### src/hw/lc3b_defs.svh
`ifndef LC3B_DEFS_SVH
`define LC3B_DEFS_SVH

// first fetch address after reset
`define LC3B_PC_RESET 16'h0000

// depth of each memory in 16-bit words
`define LC3B_MEM_WORDS 256

`endif

### src/hw/lc3b_isa_pkg.sv
package lc3b_isa_pkg;

typedef logic [15:0] lc3b_word;  // data or address word
typedef logic [2:0] lc3b_reg;    // register index
typedef logic [2:0] lc3b_nzp;    // n, z, p flags
typedef logic [8:0] lc3b_imm;    // low instruction bits, widest offset is 9

// LC-3b opcodes, only the supported subset is named
typedef enum logic [3:0]
{
    op_br  = 4'b0000,
    op_add = 4'b0001,
    op_and = 4'b0101,
    op_ldr = 4'b0110,
    op_str = 4'b0111,
    op_not = 4'b1001,
    op_shf = 4'b1101,
    op_lea = 4'b1110
} lc3b_opcode;

endpackage : lc3b_isa_pkg

### src/hw/lc3b_pipe_pkg.sv
package lc3b_pipe_pkg;

import lc3b_isa_pkg::*;

typedef enum logic [2:0]
{
    alu_add,
    alu_and,
    alu_not,
    alu_sll,
    alu_srl,
    alu_sra,
    alu_pass
} lc3b_aluop;

typedef struct packed
{
    lc3b_opcode opcode;
    lc3b_aluop  aluop;
    logic [1:0] imm_sel;      // 00 reg, 01 sext imm5, 10 offset6 x2, 11 zext imm4
    logic       load_regfile;
    logic       load_cc;
    logic       mem_read;
    logic       mem_write;
    logic       is_branch;
    logic [1:0] result_sel;   // 00 alu, 01 memory, 10 offset adder
    logic       is_nop;
} lc3b_ctrl_word;

typedef struct packed
{
    lc3b_ctrl_word ctrl;
    lc3b_word      pc_plus2;
    lc3b_reg       sr1;
    lc3b_reg       sr2;
    lc3b_word      sr1_val;
    lc3b_word      sr2_val;
    lc3b_reg       dest;
    lc3b_imm       imm;
    lc3b_nzp       nzp;
} lc3b_dec_out;

typedef struct packed
{
    lc3b_ctrl_word ctrl;
    lc3b_word      alu_result;
    lc3b_word      mem_addr;     // also carries the LEA address
    lc3b_word      store_data;
    lc3b_reg       dest;
} lc3b_exe_out;

typedef struct packed
{
    logic     we;
    lc3b_reg  dest;
    lc3b_word value;
} lc3b_wb_bus;

endpackage : lc3b_pipe_pkg

### src/hw/lc3b_regfile.sv
`timescale 1ns/1ps

module lc3b_regfile
(
    input  logic                       clk,
    input  logic                       reset,
    input  lc3b_pipe_pkg::lc3b_wb_bus  wb,
    input  lc3b_isa_pkg::lc3b_reg      src_a,
    input  lc3b_isa_pkg::lc3b_reg      src_b,
    output lc3b_isa_pkg::lc3b_word     reg_a,
    output lc3b_isa_pkg::lc3b_word     reg_b
);

import lc3b_isa_pkg::*;

lc3b_word regs [8];

always_ff @(posedge clk)
begin
    if (reset)
    begin
        for (int i = 0; i < 8; i++)
            regs[i] <= '0;
    end
    else if (wb.we)
    begin
        regs[wb.dest] <= wb.value;
    end
end

// write-through so decode sees the retiring value
assign reg_a = (wb.we && wb.dest == src_a) ? wb.value : regs[src_a];
assign reg_b = (wb.we && wb.dest == src_b) ? wb.value : regs[src_b];

endmodule : lc3b_regfile

### src/hw/lc3b_decode.sv
`timescale 1ns/1ps
`include "lc3b_defs.svh"

module lc3b_decode
(
    input  logic                         clk,
    input  logic                         reset,
    input  logic                         advance,
    input  lc3b_isa_pkg::lc3b_word       instr_rdata,
    input  logic                         branch_taken,
    input  lc3b_isa_pkg::lc3b_word       branch_target,
    input  lc3b_pipe_pkg::lc3b_ctrl_word exe_ctrl,
    input  lc3b_isa_pkg::lc3b_reg        exe_dest,
    input  lc3b_isa_pkg::lc3b_word       reg_a,
    input  lc3b_isa_pkg::lc3b_word       reg_b,
    output lc3b_isa_pkg::lc3b_reg        src_a,
    output lc3b_isa_pkg::lc3b_reg        src_b,
    output lc3b_isa_pkg::lc3b_word       instr_address,
    output lc3b_pipe_pkg::lc3b_dec_out   dec
);

import lc3b_isa_pkg::*;
import lc3b_pipe_pkg::*;

lc3b_word pc;        // next fetch, also pc + 2 of the word in ir
lc3b_word ir;
lc3b_opcode opcode;
lc3b_ctrl_word ctrl;
logic use_a;
logic use_b;
logic bubble;

assign opcode = lc3b_opcode'(ir[15:12]);
assign instr_address = pc;
assign src_a = ir[8:6];
assign src_b = (opcode == op_str) ? ir[11:9] : ir[2:0];  // STR source sits in the dest field

// control word lookup
always_comb
begin
    ctrl = '0;
    ctrl.opcode = opcode;
    ctrl.aluop = alu_pass;
    use_a = 1'b1;
    use_b = 1'b0;
    case (opcode)
        op_add, op_and:
        begin
            ctrl.aluop = (opcode == op_and) ? alu_and : alu_add;
            ctrl.imm_sel = ir[5] ? 2'b01 : 2'b00;
            ctrl.load_regfile = 1'b1;
            ctrl.load_cc = 1'b1;
            use_b = ~ir[5];
        end
        op_not:
        begin
            ctrl.aluop = alu_not;
            ctrl.load_regfile = 1'b1;
            ctrl.load_cc = 1'b1;
        end
        op_shf:
        begin
            if (!ir[4])
                ctrl.aluop = alu_sll;
            else if (ir[5])
                ctrl.aluop = alu_sra;
            else
                ctrl.aluop = alu_srl;
            ctrl.imm_sel = 2'b11;
            ctrl.load_regfile = 1'b1;
            ctrl.load_cc = 1'b1;
        end
        op_lea:
        begin
            ctrl.result_sel = 2'b10;
            ctrl.load_regfile = 1'b1;  // LC-3b LEA leaves cc alone
            use_a = 1'b0;
        end
        op_br:
        begin
            ctrl.is_branch = 1'b1;
            use_a = 1'b0;
        end
        op_ldr:
        begin
            ctrl.aluop = alu_add;
            ctrl.imm_sel = 2'b10;
            ctrl.mem_read = 1'b1;
            ctrl.load_regfile = 1'b1;
            ctrl.load_cc = 1'b1;
            ctrl.result_sel = 2'b01;
        end
        op_str:
        begin
            ctrl.aluop = alu_add;
            ctrl.imm_sel = 2'b10;
            ctrl.mem_write = 1'b1;
            use_b = 1'b1;
        end
        default:
        begin
            ctrl.is_nop = 1'b1;  // unsupported opcode
            use_a = 1'b0;
        end
    endcase
    if (ir == 16'h0000)
    begin
        ctrl.is_branch = 1'b0;  // flushed or reset slot
        ctrl.is_nop = 1'b1;
        use_a = 1'b0;
    end
end

// load in execute feeding this instruction
assign bubble = exe_ctrl.mem_read && !exe_ctrl.is_nop && !ctrl.is_nop
                && ((use_a && src_a == exe_dest) || (use_b && src_b == exe_dest));

always_comb
begin
    dec.ctrl = ctrl;
    if (bubble || branch_taken)
    begin
        dec.ctrl = '0;
        dec.ctrl.is_nop = 1'b1;
    end
    dec.pc_plus2 = pc;
    dec.sr1 = src_a;
    dec.sr2 = src_b;
    dec.sr1_val = reg_a;
    dec.sr2_val = reg_b;
    dec.dest = ir[11:9];
    dec.imm = ir[8:0];
    dec.nzp = ir[11:9];
end

always_ff @(posedge clk)
begin
    if (reset)
    begin
        pc <= `LC3B_PC_RESET;
        ir <= '0;
    end
    else if (advance)
    begin
        if (branch_taken)
        begin
            pc <= branch_target;
            ir <= '0;          // drop the word fetched on the wrong path
        end
        else if (!bubble)
        begin
            pc <= pc + 16'd2;
            ir <= instr_rdata;
        end
    end
end

endmodule : lc3b_decode

### src/hw/lc3b_execute.sv
`timescale 1ns/1ps

module lc3b_execute
(
    input  logic                         clk,
    input  logic                         reset,
    input  logic                         advance,
    input  lc3b_pipe_pkg::lc3b_dec_out   dec,
    input  lc3b_pipe_pkg::lc3b_wb_bus    wb,
    input  lc3b_pipe_pkg::lc3b_wb_bus    res_fwd,
    output lc3b_pipe_pkg::lc3b_ctrl_word exe_ctrl,
    output lc3b_isa_pkg::lc3b_reg        exe_dest,
    output logic                         branch_taken,
    output lc3b_isa_pkg::lc3b_word       branch_target,
    output lc3b_pipe_pkg::lc3b_exe_out   exe
);

import lc3b_isa_pkg::*;
import lc3b_pipe_pkg::*;

lc3b_dec_out dec_q;
lc3b_word opnd_a;
lc3b_word reg_b_fwd;
lc3b_word opnd_b;
lc3b_word alu_out;
lc3b_word off_sum;
lc3b_word imm5;
lc3b_word off6;
lc3b_word imm4;
lc3b_word off9;
lc3b_nzp cc_q;
lc3b_nzp cc_now;
logic res_cc;        // instruction now in result stage sets cc

function automatic lc3b_word forward(input lc3b_reg idx, input lc3b_word val,
                                     input lc3b_wb_bus near, input lc3b_wb_bus far);
    if (near.we && near.dest == idx)
        return near.value;
    if (far.we && far.dest == idx)
        return far.value;
    return val;
endfunction

function automatic lc3b_nzp gen_nzp(input lc3b_word v);
    return {v[15], v == 16'h0000, !v[15] && v != 16'h0000};
endfunction

always_ff @(posedge clk)
begin
    if (reset)
    begin
        dec_q.ctrl <= '0;
        dec_q.ctrl.is_nop <= 1'b1;
        res_cc <= 1'b0;
        cc_q <= 3'b010;      // registers reset to zero
    end
    else
    begin
        cc_q <= cc_now;
        if (advance)
        begin
            dec_q <= dec;
            res_cc <= dec_q.ctrl.load_cc && !dec_q.ctrl.is_nop;
        end
    end
end

assign opnd_a = forward(dec_q.sr1, dec_q.sr1_val, res_fwd, wb);
assign reg_b_fwd = forward(dec_q.sr2, dec_q.sr2_val, res_fwd, wb);

assign imm5 = {{11{dec_q.imm[4]}}, dec_q.imm[4:0]};
assign off6 = {{9{dec_q.imm[5]}}, dec_q.imm[5:0], 1'b0};
assign imm4 = {12'h000, dec_q.imm[3:0]};
assign off9 = {{6{dec_q.imm[8]}}, dec_q.imm[8:0], 1'b0};

always_comb
begin
    case (dec_q.ctrl.imm_sel)
        2'b01:   opnd_b = imm5;
        2'b10:   opnd_b = off6;
        2'b11:   opnd_b = imm4;
        default: opnd_b = reg_b_fwd;
    endcase
end

// ALU and shifter
always_comb
begin
    case (dec_q.ctrl.aluop)
        alu_add: alu_out = opnd_a + opnd_b;
        alu_and: alu_out = opnd_a & opnd_b;
        alu_not: alu_out = ~opnd_a;
        alu_sll: alu_out = opnd_a << opnd_b[3:0];
        alu_srl: alu_out = opnd_a >> opnd_b[3:0];
        alu_sra: alu_out = lc3b_word'($signed(opnd_a) >>> opnd_b[3:0]);
        default: alu_out = opnd_a;
    endcase
end

assign off_sum = dec_q.pc_plus2 + off9;  // BR target and LEA address

// cc of the instruction retiring this cycle wins over the stored copy
assign cc_now = (wb.we && res_cc) ? gen_nzp(wb.value) : cc_q;

assign branch_taken = dec_q.ctrl.is_branch && !dec_q.ctrl.is_nop
                      && |(dec_q.nzp & cc_now);
assign branch_target = off_sum;

assign exe_ctrl = dec_q.ctrl;
assign exe_dest = dec_q.dest;

always_comb
begin
    exe.ctrl = dec_q.ctrl;
    exe.alu_result = alu_out;
    exe.mem_addr = (dec_q.ctrl.result_sel == 2'b10) ? off_sum : alu_out;
    exe.store_data = reg_b_fwd;
    exe.dest = dec_q.dest;
end

endmodule : lc3b_execute

### src/hw/lc3b_result.sv
`timescale 1ns/1ps

module lc3b_result
(
    input  logic                       clk,
    input  logic                       reset,
    input  logic                       i_mem_resp,
    input  lc3b_pipe_pkg::lc3b_exe_out exe,
    input  lc3b_isa_pkg::lc3b_word     mem_rdata,
    input  logic                       d_mem_resp,
    output logic                       mem_read,
    output logic                       mem_write,
    output lc3b_isa_pkg::lc3b_word     mem_address,
    output lc3b_isa_pkg::lc3b_word     mem_wdata,
    output logic                       advance,
    output lc3b_pipe_pkg::lc3b_wb_bus  res_fwd,
    output lc3b_pipe_pkg::lc3b_wb_bus  wb
);

import lc3b_isa_pkg::*;
import lc3b_pipe_pkg::*;

lc3b_exe_out exe_q;
logic mem_op;
logic d_done;        // data access finished, waiting on fetch
lc3b_word load_q;
lc3b_word load_word;
lc3b_word wb_value;

assign mem_op = exe_q.ctrl.mem_read || exe_q.ctrl.mem_write;

// strobes held until the response, not repeated after it
assign mem_read = exe_q.ctrl.mem_read && !d_done;
assign mem_write = exe_q.ctrl.mem_write && !d_done;
assign mem_address = exe_q.mem_addr;
assign mem_wdata = exe_q.store_data;

assign advance = i_mem_resp && (d_mem_resp || d_done || !mem_op);

always_ff @(posedge clk)
begin
    if (reset)
    begin
        exe_q.ctrl <= '0;
        exe_q.ctrl.is_nop <= 1'b1;
        d_done <= 1'b0;
    end
    else if (advance)
    begin
        exe_q <= exe;
        d_done <= 1'b0;
    end
    else if (mem_op && d_mem_resp)
    begin
        d_done <= 1'b1;
    end
end

// keep the loaded word while fetch is still stalled
always_ff @(posedge clk)
begin
    if (exe_q.ctrl.mem_read && d_mem_resp && !d_done)
        load_q <= mem_rdata;
end

assign load_word = d_done ? load_q : mem_rdata;

always_comb
begin
    case (exe_q.ctrl.result_sel)
        2'b01:   wb_value = load_word;
        2'b10:   wb_value = exe_q.mem_addr;   // LEA
        default: wb_value = exe_q.alu_result;
    endcase
end

always_comb
begin
    res_fwd.we = exe_q.ctrl.load_regfile && !exe_q.ctrl.mem_read && !exe_q.ctrl.is_nop;
    res_fwd.dest = exe_q.dest;
    res_fwd.value = wb_value;
    wb.we = exe_q.ctrl.load_regfile && !exe_q.ctrl.is_nop && advance;
    wb.dest = exe_q.dest;
    wb.value = wb_value;
end

endmodule : lc3b_result

### src/hw/lc3b_pipeline.sv
`timescale 1ns/1ps

module lc3b_pipeline
(
    input  logic                   clk,
    input  logic                   reset,
    output logic                   instr_read,
    output lc3b_isa_pkg::lc3b_word instr_address,
    input  lc3b_isa_pkg::lc3b_word instr_rdata,
    input  logic                   i_mem_resp,
    output logic                   mem_read,
    output logic                   mem_write,
    output lc3b_isa_pkg::lc3b_word mem_address,
    output lc3b_isa_pkg::lc3b_word mem_wdata,
    input  lc3b_isa_pkg::lc3b_word mem_rdata,
    input  logic                   d_mem_resp
);

import lc3b_isa_pkg::*;
import lc3b_pipe_pkg::*;

logic advance;
logic branch_taken;
lc3b_word branch_target;
lc3b_ctrl_word exe_ctrl;
lc3b_reg exe_dest;
lc3b_reg src_a;
lc3b_reg src_b;
lc3b_word reg_a;
lc3b_word reg_b;
lc3b_dec_out dec;
lc3b_exe_out exe;
lc3b_wb_bus res_fwd;
lc3b_wb_bus wb;

assign instr_read = 1'b1;  // fetch runs every cycle

lc3b_decode decode_i
(
    .clk(clk),
    .reset(reset),
    .advance(advance),
    .instr_rdata(instr_rdata),
    .branch_taken(branch_taken),
    .branch_target(branch_target),
    .exe_ctrl(exe_ctrl),
    .exe_dest(exe_dest),
    .reg_a(reg_a),
    .reg_b(reg_b),
    .src_a(src_a),
    .src_b(src_b),
    .instr_address(instr_address),
    .dec(dec)
);

lc3b_execute execute_i
(
    .clk(clk),
    .reset(reset),
    .advance(advance),
    .dec(dec),
    .wb(wb),
    .res_fwd(res_fwd),
    .exe_ctrl(exe_ctrl),
    .exe_dest(exe_dest),
    .branch_taken(branch_taken),
    .branch_target(branch_target),
    .exe(exe)
);

lc3b_result result_i
(
    .clk(clk),
    .reset(reset),
    .i_mem_resp(i_mem_resp),
    .exe(exe),
    .mem_rdata(mem_rdata),
    .d_mem_resp(d_mem_resp),
    .mem_read(mem_read),
    .mem_write(mem_write),
    .mem_address(mem_address),
    .mem_wdata(mem_wdata),
    .advance(advance),
    .res_fwd(res_fwd),
    .wb(wb)
);

lc3b_regfile regfile_i
(
    .clk(clk),
    .reset(reset),
    .wb(wb),
    .src_a(src_a),
    .src_b(src_b),
    .reg_a(reg_a),
    .reg_b(reg_b)
);

endmodule : lc3b_pipeline

### config.mk
export PLATFORM = sky130hd
export DESIGN_NAME = lc3b_pipeline
export DESIGN_NICKNAME = d
export VERILOG_FILES = /design/src/hw/lc3b_isa_pkg.sv /design/src/hw/lc3b_pipe_pkg.sv /design/src/hw/lc3b_regfile.sv /design/src/hw/lc3b_decode.sv /design/src/hw/lc3b_execute.sv /design/src/hw/lc3b_result.sv /design/src/hw/lc3b_pipeline.sv
export VERILOG_INCLUDE_DIRS = /design/src /design/src/hw
export SDC_FILE = /design/constraint.sdc
export NUM_CORES = 1
export LEC_CHECK = 0
export ABC_AREA = 1
export BUFFER_PORTS_ARGS = -buffer_cell sky130_fd_sc_hd__buf_2
export CAP_MARGIN = 20
export CORE_ASPECT_RATIO = 1.2
export CORE_MARGIN = 5
export CORE_UTILIZATION = 29
export DETAILED_ROUTE_END_ITERATION = 6
export PLACE_DENSITY_LB_ADDON = 0.08
export SLEW_MARGIN = 5
export SYNTH_ARGS = -nofsm -noshare
export SYNTH_HDL_FRONTEND = slang
export SYNTH_SLANG_ARGS = --single-unit
### constraint.sdc
create_clock -name clk -period 8.42 [get_ports clk]
set_clock_uncertainty 0.15 [all_clocks]
set_input_delay 0.421 -clock clk [delete_from_list [all_inputs] [get_ports clk]]
set_output_delay 0.421 -clock clk [all_outputs]
set_load 0.02 [all_outputs]
==> out/qor.yml <==
yosysUniqueCellTypes: 60
layout-drive-gt1-share_pct: 10.19
htree_num_levels: 2
min_period_ns: 5.544
fmax_ghz: 0.1804
cap_violations: 0
wirelength_mm: 76.15
yosys-top-cells-area: "edfxtp_1, nand2_1, o21ai_0"
cts_sinks: 314
hp-class: "in -> reg"
synthCells: 2426
combPwrFrac_pct: 17.3
cts_buffer_depth: 3
cts_setup_buffers: 0
ys_seq_area_share_pct: 46.05
drt-wirelength-per-cell_um: 22.62
syn-num-nets: 2498
critPathArrivalTime_ns: 5.70
ioPinCount: 87
max_slew_margin_pct: 27.71
r2r_cells: 22
num_rows: 103
grt_pass1_vias: 16840
tightest_slew_ns: 1.082
fin_nets: 2517
gp_congestion: 0.9679
peakVddDrop_mv: 0.1270
die_area_um2: 71680
ant_nets: 0
grt_pass1_wl_mm: 111.8
routed_via_density: 5.088
clkTransAtPathRegs_ns: 0.06
total_power_w: 0.004208
cts-hold-fix-buffers: 32
pwr-share-seq_pct: 43.5
cp.required_ns: 8.58
final_hold_viol_count: 0
internal_power_w: 0.002944
rr_endpoint: "result_i.mem_address[10]"
track_usage_pct: 20.64
area_growth_pct: 13.00
pwr-share-clk_pct: 39.3
drc: 0
holdCritStartpoint: "instr_rdata[10]"
grt_overflow: 0
critPathKind: "reg -> reg"
final_cell_area_um2: 21760
place_hpwl_mm: 52.84
maxSlewViolCount: 0
mostFrequentLayoutCell: "nand2_1"
final_cell_mix: "nand2_1, nor2_1, edfxtp_1, o21ai_0, nand3_1"
core_area_um2: 65850
r2r-start: "result_i.exe_q[52]"
drt-pass1-iter-count: 6
cts_buffers: 39
grt_max_degree: 92
vias: 17130
yosysWarnings: 0
end_kind: "flop"
antenna_found_initial: 0
initial_core_util_pct: 29.24
die_width_um: 245.2
crit_path_start: "result_i.exe_q[52]"
die_y_um: 292.3
p_per_area_nw_per_um2: 193.4
rrSetupSlack_ns: 2.88
p_leak_nw: 8.912
dpl_cell_area_um2: 20150
io_buffers: 85
status: "complete, no violations"
cts_tree: "built"
final_core_util_pct: 33.05
critPathSlowestCell: "ha_1"
clock_latency_ns: 0.57
finalSetupViolations: 0
p_sw_w: 0.001264
ys_ff_latch: 314
synth.avg_cell_area_um2: 7.938
clock-root-buffer: "clkbuf_16"
critPathLaunchType: "flop"
max_stage_delay_ns: 0.66
hold_depth: 3
cp_cell_sequence: "inv_1 -> ha_1 -> inv_2 -> or2_2 -> nand2_1 -> nand3_1 -> nand3_4 -> nand2_4 -> ha_1 -> fa_1 -> nand2_1 -> inv_1 -> o21ai_0 -> nand2_1 -> a21oi_1 -> o21bai_1 -> o21ai_0 -> o2111ai_1 -> nor2_1 -> nand2_1 -> nand3_1 -> nand2_1"
path_max_fanout: 19
cpMostUsedCell: "nand2_1"
netlist_area_um2: 19260
cts-resized-gates: 0
synth.top_cell.area_share_pct: 40.23
fin_tns_setup_ns: 0
rsz0062_at_grt: "false"
p_sw_share_pct: 30.03
drtIter0Drc: 1338
post-route-period-util_pct: 65.85
synth_largest_area_cell: "edfxtp_1"
endpoint: "result_i.mem_address[10]"
metal layers:
metal  GRT usage (%)  wire length (µm)  vias up  part of all wire, %
li1                -                 -     8248                    -
met1           25.86             31500     8268                   41
met2           36.49             38050      505                   50
met3           2.528              3573      111                  4.7
met4           7.569              3023        0                  4.0
met5               0                 0        -                    0
cells in the mapped netlist (all sizes together):
cell type and instances:
a2111o 1, a2111oi 1, a211oi 2, a21boi 7, a21o 2, a21oi 136
a22o 1, a31oi 12, and2 6, and3 2, buf 97, clkbuf 82
clkinv 3, conb 1, dfxtp 56, edfxtp 258, fa 2, ha 34
inv 215, nand2 496, nand3 239, nand3b 7, nand4 21, nor2 314
nor3 13, nor3b 1, nor4 6, o2111ai 6, o211ai 25, o21a 1
o21ai 279, o21bai 19, o221ai 3, o22ai 8, o311ai 16, o32ai 1
or2 13, xnor2 21, xor2 19
cells by family after synthesis:
family / count (synthesis) / synth area share, %
xor gates and xnor gates: 40 / 1.819
adders and majority gates: 36 / 2.417
and+or+nand+nor: 1118 / 25.14
DFF: 314 / 46.05
buffers and inverters: 397 / 9.258
other: 1 / 0.01947
AOI/OAI and AO/OA: 520 / 15.30
layout make-up:
| type | instances | area [µm²] |
|---|---|---|
| Sequential cell | 314 | 8874 |
| Tap cell | 892 | 1116 |
| Timing Repair Buffer | 157 | 1094 |
| Clock inverter | 18 | 162.7 |
| Multi-Input combinational cell | 1715 | 8622 |
| Fill cell | 7003 | 44090 |
| Antenna cell | 1 | 2.502 |
| Inverter | 218 | 825.8 |
| Clock buffer | 52 | 1066 |
metrics by stage:
step	std cells	hold slack, ns	worst slack, ns
finish	3367	0.03148	2.876
global route	3366	0.03092	2.304
CTS	3363	0.003229	2.820
detailed placement	3261	0.2974	2.826
global placement	3258	0.2928	2.904
floorplan	2426	0.2564	1.182
worst min path at each step:
stage / endpoint
final: decode_i.ir[10]
after global routing: decode_i.ir[10]
after CTS: decode_i.ir[10]
after global placement: result_i.exe_q[51]
after detailed placement: result_i.exe_q[51]
after floorplan: execute_i.dec_q[9]
power by group through the flow:
stage                     registers (W)  clock network (W)  logic (W)
after floorplan                 0.00183                  0   0.000489
after global placement          0.00186                  0   0.000712
after detailed placement        0.00186                  0   0.000714
after CTS                       0.00183            0.00170   0.000727
after global routing            0.00184            0.00176   0.000805
final                           0.00183            0.00165   0.000727
flip-flops by register name, indices dropped and copies added, names as in the netlist:
name	count
result_i.load_q	16
result_i.exe_q	22
decode_i.ir	16
execute_i.exe	13
decode_i.instr_address	16
regfile_i.regs	128
result_i.mem_wdata	16
result_i.mem_address	16
result_i.d_done	1
execute_i.dec_q	63
execute_i.cc_q	3
execute_i.res_cc	1
result_i.res_fwd	3
critical path: cells and delay by family (launching register included):
kind	cells	cell delay [ns]
and+or+nand+nor	11	2.10
adders and majority gates	3	1.46
AOI/OAI and AO/OA	5	0.80
buffers and inverters	3	0.41
DFF	1	0.34
No activity file was read; power rests on OpenSTA's default activity.
